File: config.mk
export PLATFORM = sky130hd
export DESIGN_NAME = clint_timer
export DESIGN_NICKNAME = d
export VERILOG_FILES = /design/src/wb_pkg.sv /design/src/soc_pkg.sv /design/src/clint_timer.sv
export SDC_FILE = /design/constraint.sdc
export NUM_CORES = 1
export LEC_CHECK = 0
export BUFFER_PORTS_ARGS = -buffer_cell sky130_fd_sc_hd__buf_2
export CAP_MARGIN = 20
export CORE_ASPECT_RATIO = 1.1
export CORE_MARGIN = 3
export CORE_UTILIZATION = 45
export CTS_BUF_LIST = sky130_fd_sc_hd__clkbuf_8
export CTS_CLUSTER_SIZE = 8
export DETAILED_ROUTE_END_ITERATION = 10
export PLACE_DENSITY = 0.8
export SETUP_SLACK_MARGIN = 0.05
export SLEW_MARGIN = 20
export SYNTH_ARGS = -nofsm -noshare
export SYNTH_HDL_FRONTEND = slang
export SYNTH_SLANG_ARGS = --single-unit
File: constraint.sdc
create_clock -name clk_i -period 4.73 [get_ports clk_i]
set_input_delay 0.7095 -clock clk_i [delete_from_list [all_inputs] [get_ports clk_i]]
set_output_delay 0.7095 -clock clk_i [all_outputs]
set_load 0.03 [all_outputs]
File: src/wb_pkg.sv
// ------------------------------------------------------------------------
// Wishbone classic bus widths and the vector types used on every port
// of the memory fabric. Referenced by scoped name, never imported.
// ------------------------------------------------------------------------

package wb_pkg;

  localparam int unsigned AddrWidth = 32;
  localparam int unsigned DataWidth = 32;

  // One select bit per byte lane
  localparam int unsigned SelWidth = DataWidth / 8;

  // Address bits below the word boundary
  localparam int unsigned ByteOffset = $clog2(SelWidth);

  typedef logic [AddrWidth-1:0] adr_t;
  typedef logic [DataWidth-1:0] dat_t;
  typedef logic [SelWidth-1:0]  sel_t;

endpackage

File: src/soc_pkg.sv
// ------------------------------------------------------------------------
// SoC address map, region encoding, memory sizes, interruptor register
// offsets and the post-reset debug window. Shared by the RTL and the
// testbench through scoped names.
// ------------------------------------------------------------------------

package soc_pkg;

  // Address map
  localparam wb_pkg::adr_t RomBase     = 32'h0000_1000;
  localparam int unsigned  RomWords    = 16;
  localparam wb_pkg::adr_t RomLength   = wb_pkg::adr_t'(RomWords * wb_pkg::SelWidth);
  localparam int unsigned  RomIdxWidth = $clog2(RomWords);

  localparam wb_pkg::adr_t SramBase     = 32'h8000_0000;
  localparam int unsigned  SramWords    = 256;
  localparam wb_pkg::adr_t SramLength   = wb_pkg::adr_t'(SramWords * wb_pkg::SelWidth);
  localparam int unsigned  SramIdxWidth = $clog2(SramWords);

  localparam wb_pkg::adr_t ClintBase   = 32'h0200_0000;
  localparam wb_pkg::adr_t ClintLength = 32'h0001_0000;

  typedef enum logic [1:0] {
    REGION_NONE,
    REGION_ROM,
    REGION_SRAM,
    REGION_CLINT
  } region_e;

  // Interruptor offsets from ClintBase
  localparam wb_pkg::adr_t MsipOffset       = 32'h0000;
  localparam wb_pkg::adr_t MtimecmpLoOffset = 32'h4000;
  localparam wb_pkg::adr_t MtimecmpHiOffset = 32'h4004;
  localparam wb_pkg::adr_t MtimeLoOffset    = 32'hBFF8;
  localparam wb_pkg::adr_t MtimeHiOffset    = 32'hBFFC;

  // Upper half of every boot word
  localparam logic [15:0] RomTag = 16'hB007;

  localparam int unsigned DebugDelayCycles = 500;
  localparam int unsigned DebugCntWidth    = $clog2(DebugDelayCycles + 1);

  typedef logic [63:0] mtime_t;

endpackage

File: src/clint_timer.sv
// ------------------------------------------------------------------------
// Time base of the interruptor. Counts synchronized rtc rising edges and
// raises the timer interrupt while mtime has reached the compare value.
// ------------------------------------------------------------------------

`timescale 1ns/100ps

module clint_timer (
  input  logic            clk_i,
  input  logic            rst_ni,
  input  logic            rtc_i,
  input  soc_pkg::mtime_t mtimecmp_i,
  output soc_pkg::mtime_t mtime_o,
  output logic            timer_irq_o
);

  logic [1:0]      rtc_sync_q;
  logic            rtc_prev_q;
  logic            rtc_rise;
  logic            timer_irq_q;
  soc_pkg::mtime_t mtime_q;

  // rtc is asynchronous to clk_i
  assign rtc_rise = rtc_sync_q[1] & ~rtc_prev_q;

  always_ff @(posedge clk_i or negedge rst_ni) begin : p_timer
    if (!rst_ni) begin
      rtc_sync_q  <= '0;
      rtc_prev_q  <= 1'b0;
      mtime_q     <= '0;
      timer_irq_q <= 1'b0;
    end else begin
      rtc_sync_q  <= {rtc_sync_q[0], rtc_i};
      rtc_prev_q  <= rtc_sync_q[1];
      timer_irq_q <= (mtime_q >= mtimecmp_i);
      if (rtc_rise) begin
        mtime_q <= mtime_q + 64'd1;
      end
    end
  end

  assign mtime_o     = mtime_q;
  assign timer_irq_o = timer_irq_q;

  // Time only moves forward, one tick at a time
  a_mtime_mono: assert property (@(posedge clk_i) disable iff (!rst_ni)
    (mtime_q == $past(mtime_q)) || (mtime_q == $past(mtime_q) + 64'd1));

endmodule

==> metrics.txt <==
CP Cell Sequence=nor2b_1 > nand3_1 > nor3_4 > nand3_2 > nor2_1 > xor2_1; Post-DRT Antenna Nets=0; Max Clk Rate=422 MHz; DRT Wirelength=10.6 mm; Final HPWL DP=8.71 mm; Layout Nets=743; clock sinks=between 60 and 70; Rows=37; post-synth top area cell=dfrtp_1; worst min path class=reg2reg; Critical Path Start Type=flop; Power Dens Cells=246 nW/um^2; P&R area growth vs syn=22.1%; PnR worst setup slack=~2400 ps; worst reg2reg path depth=6; Pre-antenna DRT Iters=4; Crit path required time=4980 ps; relative slew slack=42.7%; CTS tree=yes; DRC=0; Worst R2R End=mtime_o[61]; Post-CTS Setup Inserts=0; max-cap viol count=0; Total GRT Usage=19.0%; total CTS buffers=9; Avg WL per Cell=around 15 microns; antenna diode count=0; CTS Buffer Depth=2; Synth Flop Type=dfrtp_1; core area=~9600 sq um; clk slew on worst S/H paths=70 ps; min-delay src=rtc_sync_q[0]; met3 usage=2.83%; Syn Inst Count=470; root cell of the clock tree=clkbuf_8; worst skew pair latency=330 ps; Hold Crit Endpoint=rtc_sync_q[1]; number of global-route vias before repair=3904; count leader, synth=dfrtp_1; Initial Util=47.3%; first-pass GRT wire length=17.6 mm; initial antenna violation count=0; leak pwr=3.27 nW; Yosys reg bits=slightly below 70; Netlist cell types=40; Area contributors post-synth=dfrtp_1 (38%), ha_1 (18%), xnor2_1 (9.5%); dpl cells=717; commonest cells in the netlist=dfrtp_1 (68), inv_1 (67), ha_1 (65), xnor2_1 (49), nand2_1 (37); share of cells above drive strength 1=25.4%; Final Setup Violations=0; number of flops mapped to enable cells by yosys=0; Worst path max stage delay=480 ps; First DRT Iteration DRCs=118; maximum VDD drop=0.242 mV; Yosys top cell area share=37.5%; hold_ws=350 ps; critical path type=reg2reg; Max Fanout on Critical Path=9; busiest layer in global routing=met2; DP Worst Slack=2130 ps; Port Buffer Count=131; Final Util=57.8%; Fillers=818; Top delay family on crit path=simple AND/OR/NAND/NOR gates; fin crit share=50.1%; GR Overflow Total=0; Final Slew Violations=0; multi-input logic area=between 2000 and 3000 sq um; Syn Area/Cell=roughly 9.7 sq um; Levels on crit path=6; die height=111 microns; post-synthesis sequential area ratio=a little under two fifths; Data arrival, critical path=2620 ps; H-tree Lvls=3; Tightest Pin Transition=860 ps; Non-Filler Instances=around 730; Crit path buffers/inverters=0; largest net degree at the start of global routing=just under 70; Min Clock Period, post-route=2370 ps; asr flop ratio synth=100%; net count after synthesis=around 600; die area=11300 sq um; Critical R2R Launch=rtc_sync_q[1]; R2R Setup Slk=between 2000 and 2500 ps; Final Hold Fails=0; YS warnings=0; crit path max-delay cell type=nor2b_1; CTS Hold Buffers Added=0; status=complete, no violations; RSZ-0062 raised after global routing=false; Global Route met2 Usage=34.2%; met1 Use GR=23.4%; worst hold path depth=0; Via density=5.26; # resized after CTS=0; die width=102 microns; Critical Path Sink Type=flop; routability cong.=0.877; boundary pin count=approximately 130; worst clock skew=9.84 ps; mapped cell area=4540 sq um; Sequential Area=between 1500 and 2000 sq um; final setup TNS=0 ps; total number of vias=3847
-- sequential cells by signal, indices dropped and copies added, names as in the netlist --
register     flops
mtime_o         64
rtc_sync_q       2
rtc_prev_q       1
timer_irq_o      1
-- layer usage --
metal,wire [microns],part of all wire (%),vias up
met4,103,0.97,0
li1,-,-,1913
met3,534,5.0,10
met2,5500,52,100
met5,0,0,-
met1,4510,42,1824
-- cell type report --
| class | instances | area share (%) |
|---|---|---|
| Timing Repair Buffer | 132 | 12.0 |
| Clock inverter | 3 | 0.678 |
| Inverter | 67 | 4.54 |
| Sequential cell | 68 | 30.7 |
| Clock buffer | 12 | 2.98 |
| Multi-Input combinational cell | 333 | 46.5 |
| Tap cell | 117 | 2.64 |
-- report_power, final --
group	total, mW	internal (mW)	leakage, nW	switching, mW
clock	0.480	0.280	0.111	0.199
combinational	0.238	0.0984	2.23	0.140
sequential	0.645	0.606	0.934	0.0386
-- logic make-up (layout without fill, tap and decap cells) --
kind of cell | count (synthesis) | count (layout) | synth area share (%)
AO/OA/AOI/OAI | 49 | 49 | 6.87
multiplexers | 1 | 1 | 0.248
buffers and inverters | 69 | 214 | 5.79
AND/OR/NAND/NOR | 155 | 155 | 19.5
flip-flops | 68 | 68 | 37.5
XOR/XNOR | 63 | 63 | 12.2
adder cells (fa/ha/maj) | 65 | 65 | 17.9
-- cells in the final DEF, fill, tap and decap left out, drive strengths merged, types with 11 or more instances in the layout --
| master | instances |
|---|---|
| a21oi | 20 |
| dfrtp | 68 |
| nand2 | 37 |
| clkbuf | 12 |
| inv | 69 |
| nand4 | 26 |
| xor2 | 14 |
| and3 | 11 |
| xnor2 | 49 |
| nand3 | 32 |
| a21o | 13 |
| buf | 132 |
| ha | 65 |
| nor2 | 18 |
-- metrics by stage --
stage / instance area, sq um / power [mW]
3_3_place_gp: 5340 / 0.882
6_report: 5540 / 1.36
4_1_cts: 5540 / 1.38
5_1_grt: 5540 / 1.44
3_5_place_dp: 5340 / 0.898
2_1_floorplan: 4540 / 0.797
-- how the worst max path moves through the flow --
stage,start,end,slack [ps]
6_report,rtc_sync_q[1],mtime_o[61],2360
5_1_grt,rtc_sync_q[1],mtime_o[61],2070
4_1_cts,rtc_sync_q[1],mtime_o[61],2330
3_5_place_dp,mtimecmp_i[39],timer_irq_o,2130
3_3_place_gp,mtimecmp_i[39],timer_irq_o,2180
2_1_floorplan,mtimecmp_i[38],timer_irq_o,2380
(Power assumes the default switching activity.)
