==> src/wb_pkg.sv <==
// ------------------------------------------------------------------------
// Wishbone classic bus widths and the vector types used on every port
// of the memory fabric. Referenced by scoped name, never imported.
// ------------------------------------------------------------------------

package wb_pkg;

  localparam int unsigned AddrWidth = 32;
  localparam int unsigned DataWidth = 32;

  // One select bit per byte lane
  localparam int unsigned SelWidth = DataWidth / 8;

  // Address bits below the word boundary
  localparam int unsigned ByteOffset = $clog2(SelWidth);

  typedef logic [AddrWidth-1:0] adr_t;
  typedef logic [DataWidth-1:0] dat_t;
  typedef logic [SelWidth-1:0]  sel_t;

endpackage

==> src/soc_pkg.sv <==
// ------------------------------------------------------------------------
// SoC address map, region encoding, memory sizes, interruptor register
// offsets and the post-reset debug window. Shared by the RTL and the
// testbench through scoped names.
// ------------------------------------------------------------------------

package soc_pkg;

  // Address map
  localparam wb_pkg::adr_t RomBase     = 32'h0000_1000;
  localparam int unsigned  RomWords    = 16;
  localparam wb_pkg::adr_t RomLength   = wb_pkg::adr_t'(RomWords * wb_pkg::SelWidth);
  localparam int unsigned  RomIdxWidth = $clog2(RomWords);

  localparam wb_pkg::adr_t SramBase     = 32'h8000_0000;
  localparam int unsigned  SramWords    = 256;
  localparam wb_pkg::adr_t SramLength   = wb_pkg::adr_t'(SramWords * wb_pkg::SelWidth);
  localparam int unsigned  SramIdxWidth = $clog2(SramWords);

  localparam wb_pkg::adr_t ClintBase   = 32'h0200_0000;
  localparam wb_pkg::adr_t ClintLength = 32'h0001_0000;

  typedef enum logic [1:0] {
    REGION_NONE,
    REGION_ROM,
    REGION_SRAM,
    REGION_CLINT
  } region_e;

  // Interruptor offsets from ClintBase
  localparam wb_pkg::adr_t MsipOffset       = 32'h0000;
  localparam wb_pkg::adr_t MtimecmpLoOffset = 32'h4000;
  localparam wb_pkg::adr_t MtimecmpHiOffset = 32'h4004;
  localparam wb_pkg::adr_t MtimeLoOffset    = 32'hBFF8;
  localparam wb_pkg::adr_t MtimeHiOffset    = 32'hBFFC;

  // Upper half of every boot word
  localparam logic [15:0] RomTag = 16'hB007;

  localparam int unsigned DebugDelayCycles = 500;
  localparam int unsigned DebugCntWidth    = $clog2(DebugDelayCycles + 1);

  typedef logic [63:0] mtime_t;

endpackage

==> src/debug_gate.sv <==
// ------------------------------------------------------------------------
// Holds back debug requests for a fixed window after reset, so boot code
// runs undisturbed before the first halt request can reach the core.
// ------------------------------------------------------------------------

`timescale 1ns/100ps

module debug_gate (
  input  logic clk_i,
  input  logic rst_ni,
  input  logic debug_req_i,
  output logic debug_req_o
);

  logic [soc_pkg::DebugCntWidth-1:0] cnt_q;

  always_ff @(posedge clk_i or negedge rst_ni) begin : p_delay_cnt
    if (!rst_ni) begin
      cnt_q <= soc_pkg::DebugCntWidth'(soc_pkg::DebugDelayCycles);
    end else if (cnt_q != '0) begin
      cnt_q <= cnt_q - 1'b1;
    end
  end

  assign debug_req_o = (cnt_q == '0) & debug_req_i;

  // No request passes before the full window since reset release
  a_gate_closed: assert property (@(posedge clk_i) disable iff (!rst_ni)
    debug_req_o |-> $past(rst_ni, soc_pkg::DebugDelayCycles));

endmodule

==> config.mk <==
export PLATFORM = sky130hd
export DESIGN_NAME = debug_gate
export DESIGN_NICKNAME = d
export VERILOG_FILES = /design/src/wb_pkg.sv /design/src/soc_pkg.sv /design/src/debug_gate.sv
export SDC_FILE = /design/constraint.sdc
export NUM_CORES = 1
export LEC_CHECK = 0
export ABC_AREA = 1
export ABC_CLOCK_PERIOD_IN_PS = 2000
export BUFFER_PORTS_ARGS = -buffer_cell sky130_fd_sc_hd__buf_2
export CAP_MARGIN = 20
export CORE_AREA = 2 2 39 41
export DETAILED_ROUTE_END_ITERATION = 8
export DIE_AREA = 0 0 41 43
export GPL_TIMING_DRIVEN = 0
export PLACE_DENSITY = 0.55
export SETUP_SLACK_MARGIN = 0.4
export SYNTH_ARGS = -nofsm -noshare
export SYNTH_HDL_FRONTEND = slang
export SYNTH_SLANG_ARGS = --single-unit
==> constraint.sdc <==
create_clock -name clk_i -period 2 [get_ports clk_i]
set_input_delay 0.1 -clock clk_i [delete_from_list [all_inputs] [get_ports clk_i]]
set_output_delay 0.1 -clock clk_i [all_outputs]
set_load 0.02 [all_outputs]
==> impl_metrics.ini, run 1 <==
[power_and_ir_drop]
cellLeakagePower_nw = 0.340
power_density_nw_per_um2 = 545
vdd_drop_max_mv = 0.275

[clocking]
cts_buffer_depth = 2
htreeDepth = 1
cts_buffers = 3
cts_tree = built
clock_latency_ns = 0.26
root_buffer = clkbuf_4
numClockSinks = 9
clk_pin_slew_ns = 0.06

[global_routing]
grtUsageTotal_pct = 12.9
gr-total-overflow = 0
grt_pass1_wl_um = 1520
grt_start_max_net_pins = 10
grt_pass1_vias = 393
antenna_found_initial = 0

[sta]
hold_viol = 0
tightest_slew_ns = 0.208
final.min_clock_period_ns = 1.49
skew_ns = 0.00120
finalSetupViolCount = 0
holdWs_ns = 0.214
relSlewSlack_pct = 86.1
fmax_mhz = 671
fin_setup_tns_ns = 0
final_max_slew_viol_count = 0
fin_crit_sh_pct = 74.5
rsz0062_at_grt = false

[layout]
final_common_cell = nand2_1
largest_reg_flops = 9
reg.largest.list = cnt_q (9)
antenna_cells = 0
drive_above_1_share_pct = 31.6
final_nets = 84
fillers = 147
top_register = cnt_q
final_cell_mix = nand2_1 (18), inv_1 (13), nor2_1 (9), dfstp_2 (6)
area_growth_pct = 21.4

[flow_run]
cap_violations = 0

[floorplanning]
fp.dieH_um = 43
die_width_um = 41
rows = 14
start_util_pct = 36.7
core_um2 = 1380
io_pins = 4
die_area_um2 = 1760

[drt]
first_iter_violations = 3
ant_nets = 0
viasPerCell = 4.31
routedWlPerCell_um = 9.12
vias = 409
drc_errors = 0
firstDrtPassIters = 3
postRouteWirelength_um = 866

[worst_setup_path]
crit_start = cnt_q[1]
cp_slowest_cell = dfrtp_1
crit_end = debug_req_o
crit_fanout = 5
end_kind = primary output
max_stage_delay_ns = 0.37
arrival_ns = 1.39
regToRegEndpoint = cnt_q[1]
reg2reg_from = cnt_q[1]
rrSetupSlack_ns = 0.69
worst_setup_path_start_kind = flop
crit_type = reg2out
crit_required_ns = 1.90
cp_cell_sequence = inv_2 > ha_4 > nand2_2 > nor2_4 > nand2_4 > nor2_1 > buf_4
ff2ff_path_depth = 8

[placement]
gp_congestion = 0.698
io_buffers = 3
post-dp-hpwl_um = 641

[yosys]
synth-seq-cells = 9
yosysSeqAreaShare_pct = 45.8
mappedNetlistNets = 72
synthCells = 68
syn-cell-area_um2 = 508
netlist-cell-type-count = 19
avgSynthCellArea_um2 = 7.47
yosysWarningCount = 0

[worst_hold_path]
hp-class = in2async

[status]
outcome = complete, no violations
-- timing repair --
action	4_1_cts	5_1_grt
endpoints found under the setup margin	1	1
endpoints found under the hold margin	9	0
hold buffers	1	0
setup buffers	2	1
pin swaps	1	2
gates resized for setup	5	0
-- area by class of cell --
cell class	instances	area [um^2]	area share (%)
Timing Repair Buffer	7	50.0	8.11
Multi-Input combinational cell	43	226	36.7
Clock buffer	4	26.3	4.26
Tap cell	16	20.0	3.25
Inverter	16	61.3	9.94
Sequential cell	9	233	37.7
-- layer usage --
layer | share of wire [%] | global-route usage, % | vias up | wire (um)
met3 | 3.1 | 3.14 | 0 | 27
met5 | 0 | 0 | - | 0
met1 | 48 | 18.5 | 184 | 420
li1 | - | - | 221 | -
met2 | 48 | 17.5 | 4 | 418
met4 | 0 | 6.00 | 0 | 0
-- synthesized netlist by cell type --
| cell | instances | area (um^2) |
|---|---|---|
| nand2_1 | 18 | 67.6 |
| ha_1 | 1 | 12.5 |
| nand3_1 | 4 | 20.0 |
| xor2_1 | 1 | 8.76 |
| nor2_2 | 1 | 6.26 |
| nand4_1 | 1 | 6.26 |
| clkinv_2 | 1 | 5.00 |
| dfstp_2 | 6 | 158 |
| o21ai_1 | 1 | 5.00 |
| inv_1 | 15 | 56.3 |
| nand2_2 | 1 | 6.26 |
| nand2_4 | 1 | 11.3 |
| dfrtp_1 | 3 | 75.1 |
| nor2_4 | 1 | 11.3 |
| o21ai_0 | 1 | 5.00 |
| or2_2 | 1 | 6.26 |
| o21ai_2 | 1 | 8.76 |
| nor2_1 | 9 | 33.8 |
| a21oi_1 | 1 | 5.00 |
-- worst max-delay path, delay by kind of cell, from the launching register on --
kind | cells | cell delay (ns)
buffers and inverters | 2 | 0.24
adders and majority gates | 1 | 0.17
DFF | 1 | 0.37
and+or+nand+nor | 4 | 0.34
-- how the worst min path moves through the flow --
stage	endpoint	slack, ns	depth (start not counted)
final	cnt_q[3]	0.21	2
after global routing	cnt_q[3]	0.25	2
after CTS	cnt_q[0]	0.22	2
after detailed placement	cnt_q[3]	-0.03	1
after global placement	cnt_q[3]	-0.04	1
after floorplan	cnt_q[0]	-0.20	0
-- logic make-up after synthesis --
family	share of synthesized area, %
AND/OR/NAND/NOR	33.3
flip-flops	45.8
adder cells (fa/ha/maj)	2.46
AO/OA/AOI/OAI	4.68
XOR/XNOR	1.72
buffers and inverters	12.1
-- metrics by stage --
step	instance area, um^2	power [W]	worst slack, ns	util (%)	std cells
after floorplan	508	0.000188	0.613	-	68
after global placement	543	0.000194	0.551	39.2	87
after detailed placement	543	0.000194	0.531	39.2	87
after CTS	609	0.000340	0.468	44.0	94
after global routing	617	0.000351	0.405	44.6	95
final	617	0.000336	0.509	44.6	95
-- power breakdown --
group / total, W / switching, W / leakage, nW / internal (W)
Clock: 0.000143 / 0.0000662 / 0.0150 / 0.0000770
Sequential: 0.000183 / 0 / 0.104 / 0.000183
Combinational: 0.0000104 / 0.00000602 / 0.222 / 0.00000434
Total: 0.000336 / 0.0000722 / 0.340 / 0.000264
Note: power is estimated with default switching activity, not from simulation.
==> run 2: changes to the inputs <==
ABC_AREA = 0   (was 1)
ABC_CLOCK_PERIOD_IN_PS = 1400   (was 2000)
PLACE_DENSITY = 0.5   (was 0.55)
clock period = 1.4 ns   (was 2 ns; I/O delays follow)
==> run 2 against run 1 <==
  * The run now ends with negative setup slack left
  * Power grew 44%
  * Setup slack lost 0.84 ns
  * Die area is the same
  * Critical path type unchanged
==> impl_metrics.ini, run 2 <==
[global_routing]
busiest_layer = met2
grt_pass1_wl_um = 1550
met2_usage_pct = 21.9
grtUsageTotal_pct = 13.4
grt_start_max_net_pins = 10
antenna_found_initial = 0
grtUsageMet3_pct = 3.14
gr-total-overflow = 0
grt_use_met1_pct = 14.8
grt_pass1_vias = 375

[layout]
reg.largest.list = cnt_q (9)
final_cell_mix = dfstp_2 (6), buf_6 (5), o21ai_2 (3), clkbuf_4 (3), dfrtp_1 (3)
area_growth_pct = 49.3
multi_input_area_um2 = 285
final_common_cell = dfstp_2
top_register = cnt_q
regArea_um2 = 233
final_cell_area_um2 = 663
antenna_cells = 0
drive_above_1_share_pct = 69.8
largest_reg_flops = 9
fillers = 126
final_nets = 58

[sta]
finalSetupViolCount = 9
worst_slack_ns = -0.332
rsz0062_at_grt = true
fin_crit_sh_pct = 124
final.min_clock_period_ns = 1.73
relSlewSlack_pct = 84.0
fin_setup_tns_ns = -1.90
fmax_mhz = 577
final_max_slew_viol_count = 0
hold_viol = 0
tightest_slew_ns = 0.240
skew_ns = 0.000245

[yosys]
synth_top_area_cell = dfstp_2
synth_edf_count = 0
mappedNetlistNets = 43
postSynth.asyncResetShare_pct = 100
ys.flop_type = dfstp_2
syn-cell-area_um2 = 444
synth-seq-cells = 9
yosysWarningCount = 0
yosysSeqAreaShare_pct = 52.4
synth_area_leaders = dfstp_2 (35%), dfrtp_1 (17%), o21ai_0 (6.8%)
synth_top_area_share_pct = 35.5
netlist-cell-type-count = 20
synthCells = 39
synth_commonest_cells = dfstp_2 (6), o21ai_0 (6), dfrtp_1 (3)
avgSynthCellArea_um2 = 11.4

[status]
outcome = finished with violations
violations = negative setup slack

[clocking]
cts_buffer_depth = 2
root_buffer = clkbuf_4
cts_buffers = 3
clock_latency_ns = 0.27
htreeDepth = 1
numClockSinks = 9
clk_pin_slew_ns = 0.06
cts_tree = built

[worst_hold_path]
hp-class = in2async

[floorplanning]
core_um2 = 1380
rows = 14
die_area_um2 = 1760
die_width_um = 41
fp.dieH_um = 43
start_util_pct = 32.1
io_pins = 4

[drt]
firstDrtPassIters = 4
ant_nets = 0
drc_errors = 0
vias = 346
first_iter_violations = 5
viasPerCell = 5.01
postRouteWirelength_um = 1020
routedWlPerCell_um = 14.8

[power_and_ir_drop]
cellLeakagePower_nw = 0.303
vdd_drop_max_mv = 0.385
power_density_nw_per_um2 = 730

[worst_setup_path]
arrival_ns = 1.66
worst_setup_path_start_kind = flop
crit_type = reg2out
end_kind = primary output
crit_fanout = 3
crit_required_ns = 1.33
rrSetupSlack_ns = -0.24

[placement]
gp_congestion = 0.752
io_buffers = 3
post-dp-hpwl_um = 596
pre_cts_slack_ns = -0.385
placed_cell_area_um2 = 493

[flow_run]
cap_violations = 0
==> run 2: cell families (layout without fill, tap and decap cells) <==
| kind of cell | count (synthesis) | after routing | share of synthesized area [%] |
|---|---|---|---|
| buffers and inverters | 2 | 16 | 1.69 |
| DFF | 9 | 9 | 52.4 |
| and+or+nand+nor | 14 | 14 | 22.3 |
| AOI/OAI and AO/OA | 10 | 10 | 14.1 |
| xor gates and xnor gates | 1 | 1 | 1.97 |
| adders and majority gates | 1 | 1 | 2.82 |
| muxes | 2 | 2 | 4.79 |
==> run 2: cell type report <==
type                       instances  share of cell area, %
multi-input combinational         28                   43.0
clock buffer                       4                   3.96
sequential                         9                   35.1
tap                               16                   3.02
timing repair buffer              10                   13.8
inverter                           2                   1.13
==> run 2: report_power, final <==
part / internal, W / switching [W]
clock network: 0.000110 / 0.0000959
logic: 0.00000843 / 0.00000838
registers: 0.000261 / 0
==> run 2: path summary, 6_finish.rpt <==
| check | from | end | cells past startpoint |
|---|---|---|---|
| min in group clk_i | debug_req_i | debug_req_o | 3 |
| worst max register to register | cnt_q[4] | cnt_q[1] | 5 |
| worst min register to register | cnt_q[2] | cnt_q[2] | 2 |
| worst max-delay path | cnt_q[4] | debug_req_o | 4 |
| worst min-delay path | rst_ni | cnt_q[3] | 2 |
| max in group asynchronous | rst_ni | cnt_q[8] | 2 |
==> run 2: what timing repair did <==
item                                    in CTS  in global routing
pin swaps                                    6                  2
cloned                                       0                  0
hold endpoints to repair                     9                  0
resized for setup                           11                 12
hold buffers                                 1                  0
endpoints found under the setup margin      10                 10
buffers inserted                             2                  4
==> run 2: critical path, cell delays in order (launching register included) <==
cell and delay (ns):
dfstp_2 0.38, or4_4 0.55, nor4_4 0.17, and2_4 0.19, buf_6 0.10
==> run 2: metrics by stage <==
stage / power [W] / hold WS (ns) / util (%) / instances
floorplan: 0.000269 / -0.226 / - / 39
global placement: 0.000278 / -0.0756 / 35.6 / 58
detailed placement: 0.000278 / -0.0710 / 35.6 / 58
CTS: 0.000488 / 0.189 / 41.8 / 65
global route: 0.000506 / 0.203 / 47.9 / 69
finish: 0.000484 / 0.178 / 47.9 / 69
==> run 2: per-layer routing <==
| metal | routed length, um | share of wire, % |
|---|---|---|
| met1 | 429 | 42 |
| met2 | 534 | 52 |
| met3 | 32 | 3.1 |
| met4 | 23 | 2.3 |
| met5 | 0 | 0 |
