`src/wb_pkg.sv`:
```
// ------------------------------------------------------------------------
// Wishbone classic bus widths and the vector types used on every port
// of the memory fabric. Referenced by scoped name, never imported.
// ------------------------------------------------------------------------

package wb_pkg;

  localparam int unsigned AddrWidth = 32;
  localparam int unsigned DataWidth = 32;

  // One select bit per byte lane
  localparam int unsigned SelWidth = DataWidth / 8;

  // Address bits below the word boundary
  localparam int unsigned ByteOffset = $clog2(SelWidth);

  typedef logic [AddrWidth-1:0] adr_t;
  typedef logic [DataWidth-1:0] dat_t;
  typedef logic [SelWidth-1:0]  sel_t;

endpackage

```
`src/soc_pkg.sv`:
```
// ------------------------------------------------------------------------
// SoC address map, region encoding, memory sizes, interruptor register
// offsets and the post-reset debug window. Shared by the RTL and the
// testbench through scoped names.
// ------------------------------------------------------------------------

package soc_pkg;

  // Address map
  localparam wb_pkg::adr_t RomBase     = 32'h0000_1000;
  localparam int unsigned  RomWords    = 16;
  localparam wb_pkg::adr_t RomLength   = wb_pkg::adr_t'(RomWords * wb_pkg::SelWidth);
  localparam int unsigned  RomIdxWidth = $clog2(RomWords);

  localparam wb_pkg::adr_t SramBase     = 32'h8000_0000;
  localparam int unsigned  SramWords    = 256;
  localparam wb_pkg::adr_t SramLength   = wb_pkg::adr_t'(SramWords * wb_pkg::SelWidth);
  localparam int unsigned  SramIdxWidth = $clog2(SramWords);

  localparam wb_pkg::adr_t ClintBase   = 32'h0200_0000;
  localparam wb_pkg::adr_t ClintLength = 32'h0001_0000;

  typedef enum logic [1:0] {
    REGION_NONE,
    REGION_ROM,
    REGION_SRAM,
    REGION_CLINT
  } region_e;

  // Interruptor offsets from ClintBase
  localparam wb_pkg::adr_t MsipOffset       = 32'h0000;
  localparam wb_pkg::adr_t MtimecmpLoOffset = 32'h4000;
  localparam wb_pkg::adr_t MtimecmpHiOffset = 32'h4004;
  localparam wb_pkg::adr_t MtimeLoOffset    = 32'hBFF8;
  localparam wb_pkg::adr_t MtimeHiOffset    = 32'hBFFC;

  // Upper half of every boot word
  localparam logic [15:0] RomTag = 16'hB007;

  localparam int unsigned DebugDelayCycles = 500;
  localparam int unsigned DebugCntWidth    = $clog2(DebugDelayCycles + 1);

  typedef logic [63:0] mtime_t;

endpackage

```
`src/boot_rom.sv`:
```
// ------------------------------------------------------------------------
// Read-only boot memory on the Wishbone bus. Each word carries the boot
// tag over its own index; writes are refused with err.
// ------------------------------------------------------------------------

`timescale 1ns/100ps

module boot_rom (
  input  logic         clk_i,
  input  logic         rst_ni,
  input  logic         stb_i,
  input  logic         we_i,
  input  wb_pkg::adr_t adr_i,
  output wb_pkg::dat_t dat_o,
  output logic         ack_o,
  output logic         err_o
);

  logic [soc_pkg::RomIdxWidth-1:0] idx;
  logic                            fire;
  logic                            ack_q;
  logic                            err_q;
  logic                            hold_q;
  wb_pkg::dat_t                    rdata_q;

  assign idx  = adr_i[wb_pkg::ByteOffset +: soc_pkg::RomIdxWidth];
  assign fire = stb_i & ~ack_q & ~err_q & ~hold_q;

  // Answer once per strobe, re-arm after stb drops
  always_ff @(posedge clk_i or negedge rst_ni) begin : p_resp
    if (!rst_ni) begin
      ack_q  <= 1'b0;
      err_q  <= 1'b0;
      hold_q <= 1'b0;
    end else begin
      ack_q  <= fire & ~we_i;
      err_q  <= fire & we_i;
      hold_q <= stb_i & (hold_q | ack_q | err_q);
    end
  end

  always_ff @(posedge clk_i) begin : p_rdata
    if (fire && !we_i) begin
      rdata_q <= {soc_pkg::RomTag, 16'(idx)};
    end
  end

  assign dat_o = rdata_q;
  assign ack_o = ack_q;
  assign err_o = err_q;

endmodule

```
`config.mk`:
```
export PLATFORM = sky130hd
export DESIGN_NAME = boot_rom
export DESIGN_NICKNAME = d
export VERILOG_FILES = /design/src/wb_pkg.sv /design/src/soc_pkg.sv /design/src/boot_rom.sv
export SDC_FILE = /design/constraint.sdc
export NUM_CORES = 1
export LEC_CHECK = 0
export BUFFER_PORTS_ARGS = -buffer_cell sky130_fd_sc_hd__buf_2
export CAP_MARGIN = 25
export CELL_PAD_IN_SITES_DETAIL_PLACEMENT = 2
export CELL_PAD_IN_SITES_GLOBAL_PLACEMENT = 2
export CORE_ASPECT_RATIO = 0.7
export CORE_MARGIN = 8
export CORE_UTILIZATION = 13
export DETAILED_ROUTE_END_ITERATION = 10
export HOLD_SLACK_MARGIN = 0.12
export PLACE_DENSITY = 0.84
export SLEW_MARGIN = 10
export SYNTH_ARGS = -nofsm -noshare
export SYNTH_HDL_FRONTEND = slang
export SYNTH_SLANG_ARGS = --single-unit
```
`constraint.sdc`:
```
create_clock -name clk_i -period 1.4 [get_ports clk_i]
set_input_delay 0.21 -clock clk_i [delete_from_list [all_inputs] [get_ports clk_i]]
set_output_delay 0.21 -clock clk_i [all_outputs]
set_load 0.005 [all_outputs]
```
==> flow_metrics.py, run 1 <==
metrics = {
    "clock_network": {
        "clk_pin_slew_worst_paths_ns": 0.04,
        "cts_setup_buffers": 0,
        "cts-buffers-inserted": 3,
        "clk_latency_ns": 0.22,
        "cts.path.max_buffers": 2,
        "cts_tree": "done",
        "cts_sinks": 7,
        "h-tree-depth": 1,
        "cts-root-buf": "clkbuf_8",
    },
    "grt": {
        "antenna_found_initial": 0,
        "grt_max_degree": 6,
        "gr-total-overflow": 0,
        "gr-usage-all-layers": 0.0334,
        "grt_pass1_vias": 291,
        "grt_pass1_wl_microns": 1440,
    },
    "die": {
        "fp-row-count": 18,
        "start_util": 0.135,
        "die-area_sq_mm": 0.00584,
        "die_h_microns": 66.4,
        "io_pins": 70,
        "die_w_microns": 88.0,
        "core_sq_mm": 0.00349,
    },
    "critical_path": {
        "reg2reg_slack_ns": 0.22,
        "arrival_ns": 1.06,
        "regToRegStartpoint": "err_o$_DFF_PN0_",
        "cp_num_cells": 1,
        "path_class": "flop to flop",
        "crit_buf_inv": 0,
        "endpoint_kind": "flop",
        "path_cells": "nor4_4",
        "crit_start": "err_o$_DFF_PN0_",
        "reg2reg_depth": 1,
        "max_stage_delay_ns": 0.44,
        "critical-path-top-delay-family": "flip-flops",
        "worstSetupEndpoint": "dat_o[0]$_DFFE_PP_",
        "cp-start-kind": "flop",
        "r2r-end": "dat_o[0]$_DFFE_PP_",
        "path_max_fanout": 5,
        "critical_path_required_ns": 1.28,
        "slowest_stage": "dfrtp_1",
    },
    "detailed_routing": {
        "avgRoutedWirePerCell_microns": 9.66,
        "dr_wl_met3_microns": 70,
        "vias": 245,
        "wl_met1_microns": 284,
        "dr_wl_met2_microns": 669,
        "final_antenna_net_count": 0,
        "drtPass1Iterations": 2,
        "wl_microns": 1040,
        "drt_iter0_drc": 6,
        "top_layer_used": "met4",
        "viasPerCell": 2.27,
        "drc": 0,
    },
    "timing": {
        "setup_viol": 0,
        "hold_viol_final": 0,
        "fmax_mhz": 849,
        "worst_hold_slack_ns": 0.164,
        "finalCriticalPeriod_ns": 1.18,
        "rsz0062_at_grt": "false",
        "period_share": 0.841,
        "setup_tns_ns": 0,
        "clock_skew_ns": 0.00155,
        "final-max-slew-violation-count": 0,
    },
    "finish": {
        "final.fill_count": 422,
        "design_area_sq_um": 558,
        "final_layout_size_suffix_gt1_frac": 0.345,
        "n_antenna_cell": 0,
        "synthToLayoutAreaGrowth_pct": 18.3,
        "final_nets": 95,
    },
    "placed_design": {
        "dpl-instance-area_sq_um": 494,
        "portBuffers": 13,
        "dpl.hpwl_microns": 951,
        "place.gp.congestion": 0.646,
    },
    "synth": {
        "ys_ff_latch": 7,
        "ys_warn_count": 0,
        "syn_inst": 41,
        "synth_area_per_cell_sq_um": 11.5,
        "synth_cell_type_count": 8,
        "synth_area_sq_um": 472,
        "synth_seq_area_share": 0.414,
    },
    "min_path": {
        "hp-class": "input port to flop",
        "min_from": "adr_i[5]",
    },
    "power": {
        "vdd_ir_drop_max_mv": 0.298,
        "p_leak_nw": 0.272,
        "p_per_area_mw_per_mm2": 1070,
    },
    "job": {
        "max-cap-violations": 0,
    },
    "outcome": {
        "status": "completed",
    },
}
-- placed cells by master, fill, tap and decap left out --
master	Yosys	routed
clkbuf_1	0	1
o31a_1	1	1
dfrtp_1	3	3
buf_4	28	1
clkbuf_8	0	3
conb_1	2	28
nand2b_4	1	1
nor4_4	0	1
buf_2	0	13
dlygate4sd3_1	0	1
nor4b_4	1	1
edfxtp_1	4	4
-- where the power goes --
group	switching [mW]	internal, mW	total, mW
logic	0.0461	0.0321	0.0781
clock network	0.0787	0.196	0.275
registers	0.00980	0.235	0.244
total	0.135	0.463	0.597
-- sequential cells by signal (all words and copies together), names as in the netlist --
name	flops
ack_o	1
dat_o	4
err_o	1
hold_q	1
-- cell type report --
| class | instances | area [sq um] | share of cell area |
|---|---|---|---|
| Sequential cell | 7 | 195 | 0.350 |
| Multi-Input combinational cell | 32 | 173 | 0.309 |
| Timing Repair Buffer | 15 | 82.6 | 0.148 |
| Tap cell | 50 | 62.6 | 0.112 |
| Clock buffer | 4 | 45.0 | 0.0807 |
-- logic make-up (layout without fill, tap and decap cells) --
family	after synthesis	after routing	synth area share
buffers and inverters	28	19	0.446
AO/OA/AOI/OAI	1	1	0.0186
flip-flops	7	7	0.414
other	2	28	0.0159
AND/OR/NAND/NOR	3	3	0.106
-- metal layers --
layer,track usage,up-vias
met2,0.0692,15
met5,0,-
met4,0.0128,0
met1,0.0234,119
met3,0.0199,2
li1,-,109
-- stage by stage --
| step | instances | util | total power, mW | setup slack, ns |
|---|---|---|---|---|
| floorplan | 67 | - | 0.341 | 0.167 |
| global placement | 103 | 0.142 | 0.311 | 0.126 |
| detailed placement | 103 | 0.142 | 0.316 | 0.0355 |
| finish | 108 | 0.160 | 0.597 | 0.223 |
| CTS | 108 | 0.157 | 0.604 | 0.0338 |
| global route | 108 | 0.160 | 0.636 | 0.134 |
-- worst min-delay path by stage --
stage,slack [ns],endpoint,depth (start not counted)
after CTS,0.16,dat_o[2]$_DFFE_PP_,1
after global placement,0.006,err_o$_DFF_PN0_,1
final,0.16,dat_o[3]$_DFFE_PP_,1
after global routing,0.16,dat_o[3]$_DFFE_PP_,1
after floorplan,-0.09,ack_o$_DFF_PN0_,0
after detailed placement,0.01,ack_o$_DFF_PN0_,1
-- Yosys cell counts (all sizes together) --
cell type / n / area [sq um]
edfxtp: 4 / 120
nand2b: 1 / 13.8
buf: 28 / 210
o31a: 1 / 8.76
dfrtp: 3 / 75.1
conb: 2 / 7.51
nor4: 1 / 12.5
nor4b: 1 / 23.8
-- repair_timing --
action	in CTS	in global routing
resized for setup	0	1
hold buffers	1	0
setup endpoints to repair	0	4
endpoints found under the hold margin	3	0
Note: power is estimated with default switching activity, not from simulation.
==> run 2: changes to the inputs <==
--- a/config.mk
+++ b/config.mk
@@ -5,16 +5,17 @@
 export SDC_FILE = /design/constraint.sdc
 export NUM_CORES = 1
 export LEC_CHECK = 0
+export ABC_AREA = 1
 export BUFFER_PORTS_ARGS = -buffer_cell sky130_fd_sc_hd__buf_2
 export CAP_MARGIN = 25
 export CELL_PAD_IN_SITES_DETAIL_PLACEMENT = 2
 export CELL_PAD_IN_SITES_GLOBAL_PLACEMENT = 2
 export CORE_ASPECT_RATIO = 0.7
 export CORE_MARGIN = 8
-export CORE_UTILIZATION = 13
+export CORE_UTILIZATION = 12
 export DETAILED_ROUTE_END_ITERATION = 10
 export HOLD_SLACK_MARGIN = 0.12
-export PLACE_DENSITY = 0.84
+export PLACE_DENSITY = 0.83
 export SLEW_MARGIN = 10
 export SYNTH_ARGS = -nofsm -noshare
 export SYNTH_HDL_FRONTEND = slang
==> constraint.sdc (replaced) <==
create_clock -name clk_i -period 1.1 [get_ports clk_i]
set_input_delay 0.165 -clock clk_i [delete_from_list [all_inputs] [get_ports clk_i]]
set_output_delay 0.165 -clock clk_i [all_outputs]
set_load 0.005 [all_outputs]
==> run 2 against run 1 <==
Net effect: global-route usage up 0.072 points; wire length grew 1.9%; register-to-register slack got worse by 0.21 ns; critical path depth rose by 2; hold slack got worse by 0.041 ns; die area rose by 2.9%; clock power rose by 28%; total power is 26% higher; fmax grew 8.7%; sequential power is 25% higher; largest cell class unchanged.
==> flow_metrics.py, run 2 <==
metrics = {
    "detailed_routing": {
        "final_antenna_net_count": 0,
        "vias": 259,
        "drc": 0,
        "avgRoutedWirePerCell_microns": 9.49,
        "drt_iter0_drc": 0,
        "drtPass1Iterations": 1,
        "viasPerCell": 2.31,
        "wl_microns": 1060,
    },
    "grt": {
        "gr-total-overflow": 0,
        "gr-usage-all-layers": 0.0341,
        "antenna_found_initial": 0,
        "grt_max_degree": 6,
        "grt_pass1_wl_microns": 1420,
        "grt_pass1_vias": 280,
    },
    "timing": {
        "fmax_mhz": 923,
        "worst_hold_slack_ns": 0.124,
        "final-max-slew-violation-count": 0,
        "setup_tns_ns": 0,
        "rsz0062_at_grt": "true",
        "finalWorstSetupSlack_ns": 0.0169,
        "finalCriticalPeriod_ns": 1.08,
        "setup_viol": 0,
        "hold_viol_final": 0,
        "clock_skew_ns": 0.000419,
        "period_share": 0.985,
    },
    "synth": {
        "syn_inst": 44,
        "ys_warn_count": 0,
        "synthFlopType": "edfxtp_1",
        "yosysTopAreaCellShare": 0.465,
        "synth_area_sq_um": 452,
        "synth_area_per_cell_sq_um": 10.3,
        "synth_seq_area_share": 0.432,
        "netlist_top_cells_count": "buf_4, edfxtp_1, dfrtp_1",
        "synth_cell_type_count": 9,
        "ys_ff_latch": 7,
        "synth-async-reset-ratio": 0.429,
        "synth_edf_count": 4,
        "yosys-top-cells-area": "buf_4, edfxtp_1, dfrtp_1",
        "yosys.area.top_type": "buf_4",
        "yosysMostFrequentCell": "buf_4",
    },
    "finish": {
        "final_layout_size_suffix_gt1_frac": 0.339,
        "final_nets": 99,
        "largest_reg_flops": 4,
        "layout_commonest_cell": "conb_1",
        "finalNonFillerCells": 112,
        "n_antenna_cell": 0,
        "design_area_sq_um": 544,
        "post-route-util": 0.153,
        "final_cell_mix": "conb_1, buf_2, edfxtp_1",
        "synthToLayoutAreaGrowth_pct": 20.5,
        "final.fill_count": 440,
    },
    "clock_network": {
        "cts-buffers-inserted": 3,
        "cts.path.max_buffers": 2,
        "cts-root-buf": "clkbuf_8",
        "clk_pin_slew_worst_paths_ns": 0.04,
        "cts_tree": "done",
        "cts_sinks": 7,
        "clk_latency_ns": 0.22,
        "h-tree-depth": 1,
    },
    "die": {
        "core_sq_mm": 0.00356,
        "start_util": 0.127,
        "fp-row-count": 18,
        "die_w_microns": 89.3,
        "die-area_sq_mm": 0.00601,
        "die_h_microns": 67.3,
        "io_pins": 70,
    },
    "placed_design": {
        "post-place-ws_ns": -0.0495,
        "dpl-instance-area_sq_um": 469,
        "dp.cells": 105,
        "portBuffers": 13,
        "place.gp.congestion": 0.643,
        "dpl.hpwl_microns": 943,
    },
    "critical_path": {
        "path_max_fanout": 5,
        "path_class": "flop to flop",
        "cp-start-kind": "flop",
        "endpoint_kind": "flop",
        "arrival_ns": 1.00,
        "critical_path_required_ns": 1.02,
    },
    "outcome": {
        "status": "completed",
    },
    "power": {
        "p_sw_mw": 0.168,
        "power_report.internal_total_mw": 0.583,
        "power_frac_clock": 0.468,
        "p_total_mw": 0.751,
        "p_per_area_mw_per_mm2": 1380,
        "p_seq_frac": 0.406,
        "p_leak_nw": 0.279,
        "pwr-share-comb": 0.127,
        "swShare": 0.224,
        "vdd_ir_drop_max_mv": 0.284,
    },
    "job": {
        "max-cap-violations": 0,
    },
    "min_path": {
        "hp-class": "input port to flop",
    },
}
==> run 2: cells by family (layout without fill, tap and decap cells) <==
group	count (synthesis)	in the layout	synth area share
buf+inv	30	22	0.482
compound gates	1	1	0.0166
other cells	2	28	0.0166
flops	7	7	0.432
simple gates	4	4	0.0526
==> run 2: final cells by class <==
type	count	area, sq um	area share
Clock buffer	4	45.0	0.0828
Tap cell	50	62.6	0.115
Multi-Input combinational cell	33	144	0.264
Sequential cell	7	195	0.359
Inverter	2	7.51	0.0138
Timing Repair Buffer	16	90.1	0.166
==> run 2: worst max-delay path, cell delays in order, from the launching register on <==
cell and delay [ns]:
dfrtp_1 0.36, nor2_2 0.15, nand3_2 0.11, nor2_4 0.16
==> run 2: power by group through the flow <==
stage	Combinational [mW]	Clock (mW)	Sequential [mW]
after global placement	0.0733	0	0.308
after CTS	0.0834	0.360	0.305
final	0.0951	0.351	0.305
after floorplan	0.113	0	0.310
after detailed placement	0.0770	0	0.309
after global routing	0.108	0.372	0.306
==> run 2: path summary, 6_finish.rpt <==
path	startpoint	cells past startpoint	slack, ns	end
max in group asynchronous	rst_ni	2	0.72	hold_q$_DFF_PN0_
setup reg to reg	hold_q$_DFF_PN0_	3	0.02	dat_o[3]$_DFFE_PP_
hold / removal	adr_i[2]	1	0.12	dat_o[0]$_DFFE_PP_
hold reg to reg	hold_q$_DFF_PN0_	3	0.55	err_o$_DFF_PN0_
setup / recovery	hold_q$_DFF_PN0_	3	0.02	dat_o[3]$_DFFE_PP_
min in group asynchronous	rst_ni	2	0.27	err_o$_DFF_PN0_
==> run 2: per-layer routing <==
layer	vias to the layer above	track usage	part of all wire
met2	20	0.0654	0.59
li1	113	-	-
met3	4	0.0109	0.11
met1	122	0.0215	0.25
met5	-	0	0
met4	0	0.0495	0.046
==> run 2: repair_timing <==
item	4_1_cts	5_1_grt
setup endpoints to repair	4	4
setup buffers	0	2
hold buffers	1	0
resized for setup	1	0
endpoints found under the hold margin	3	0
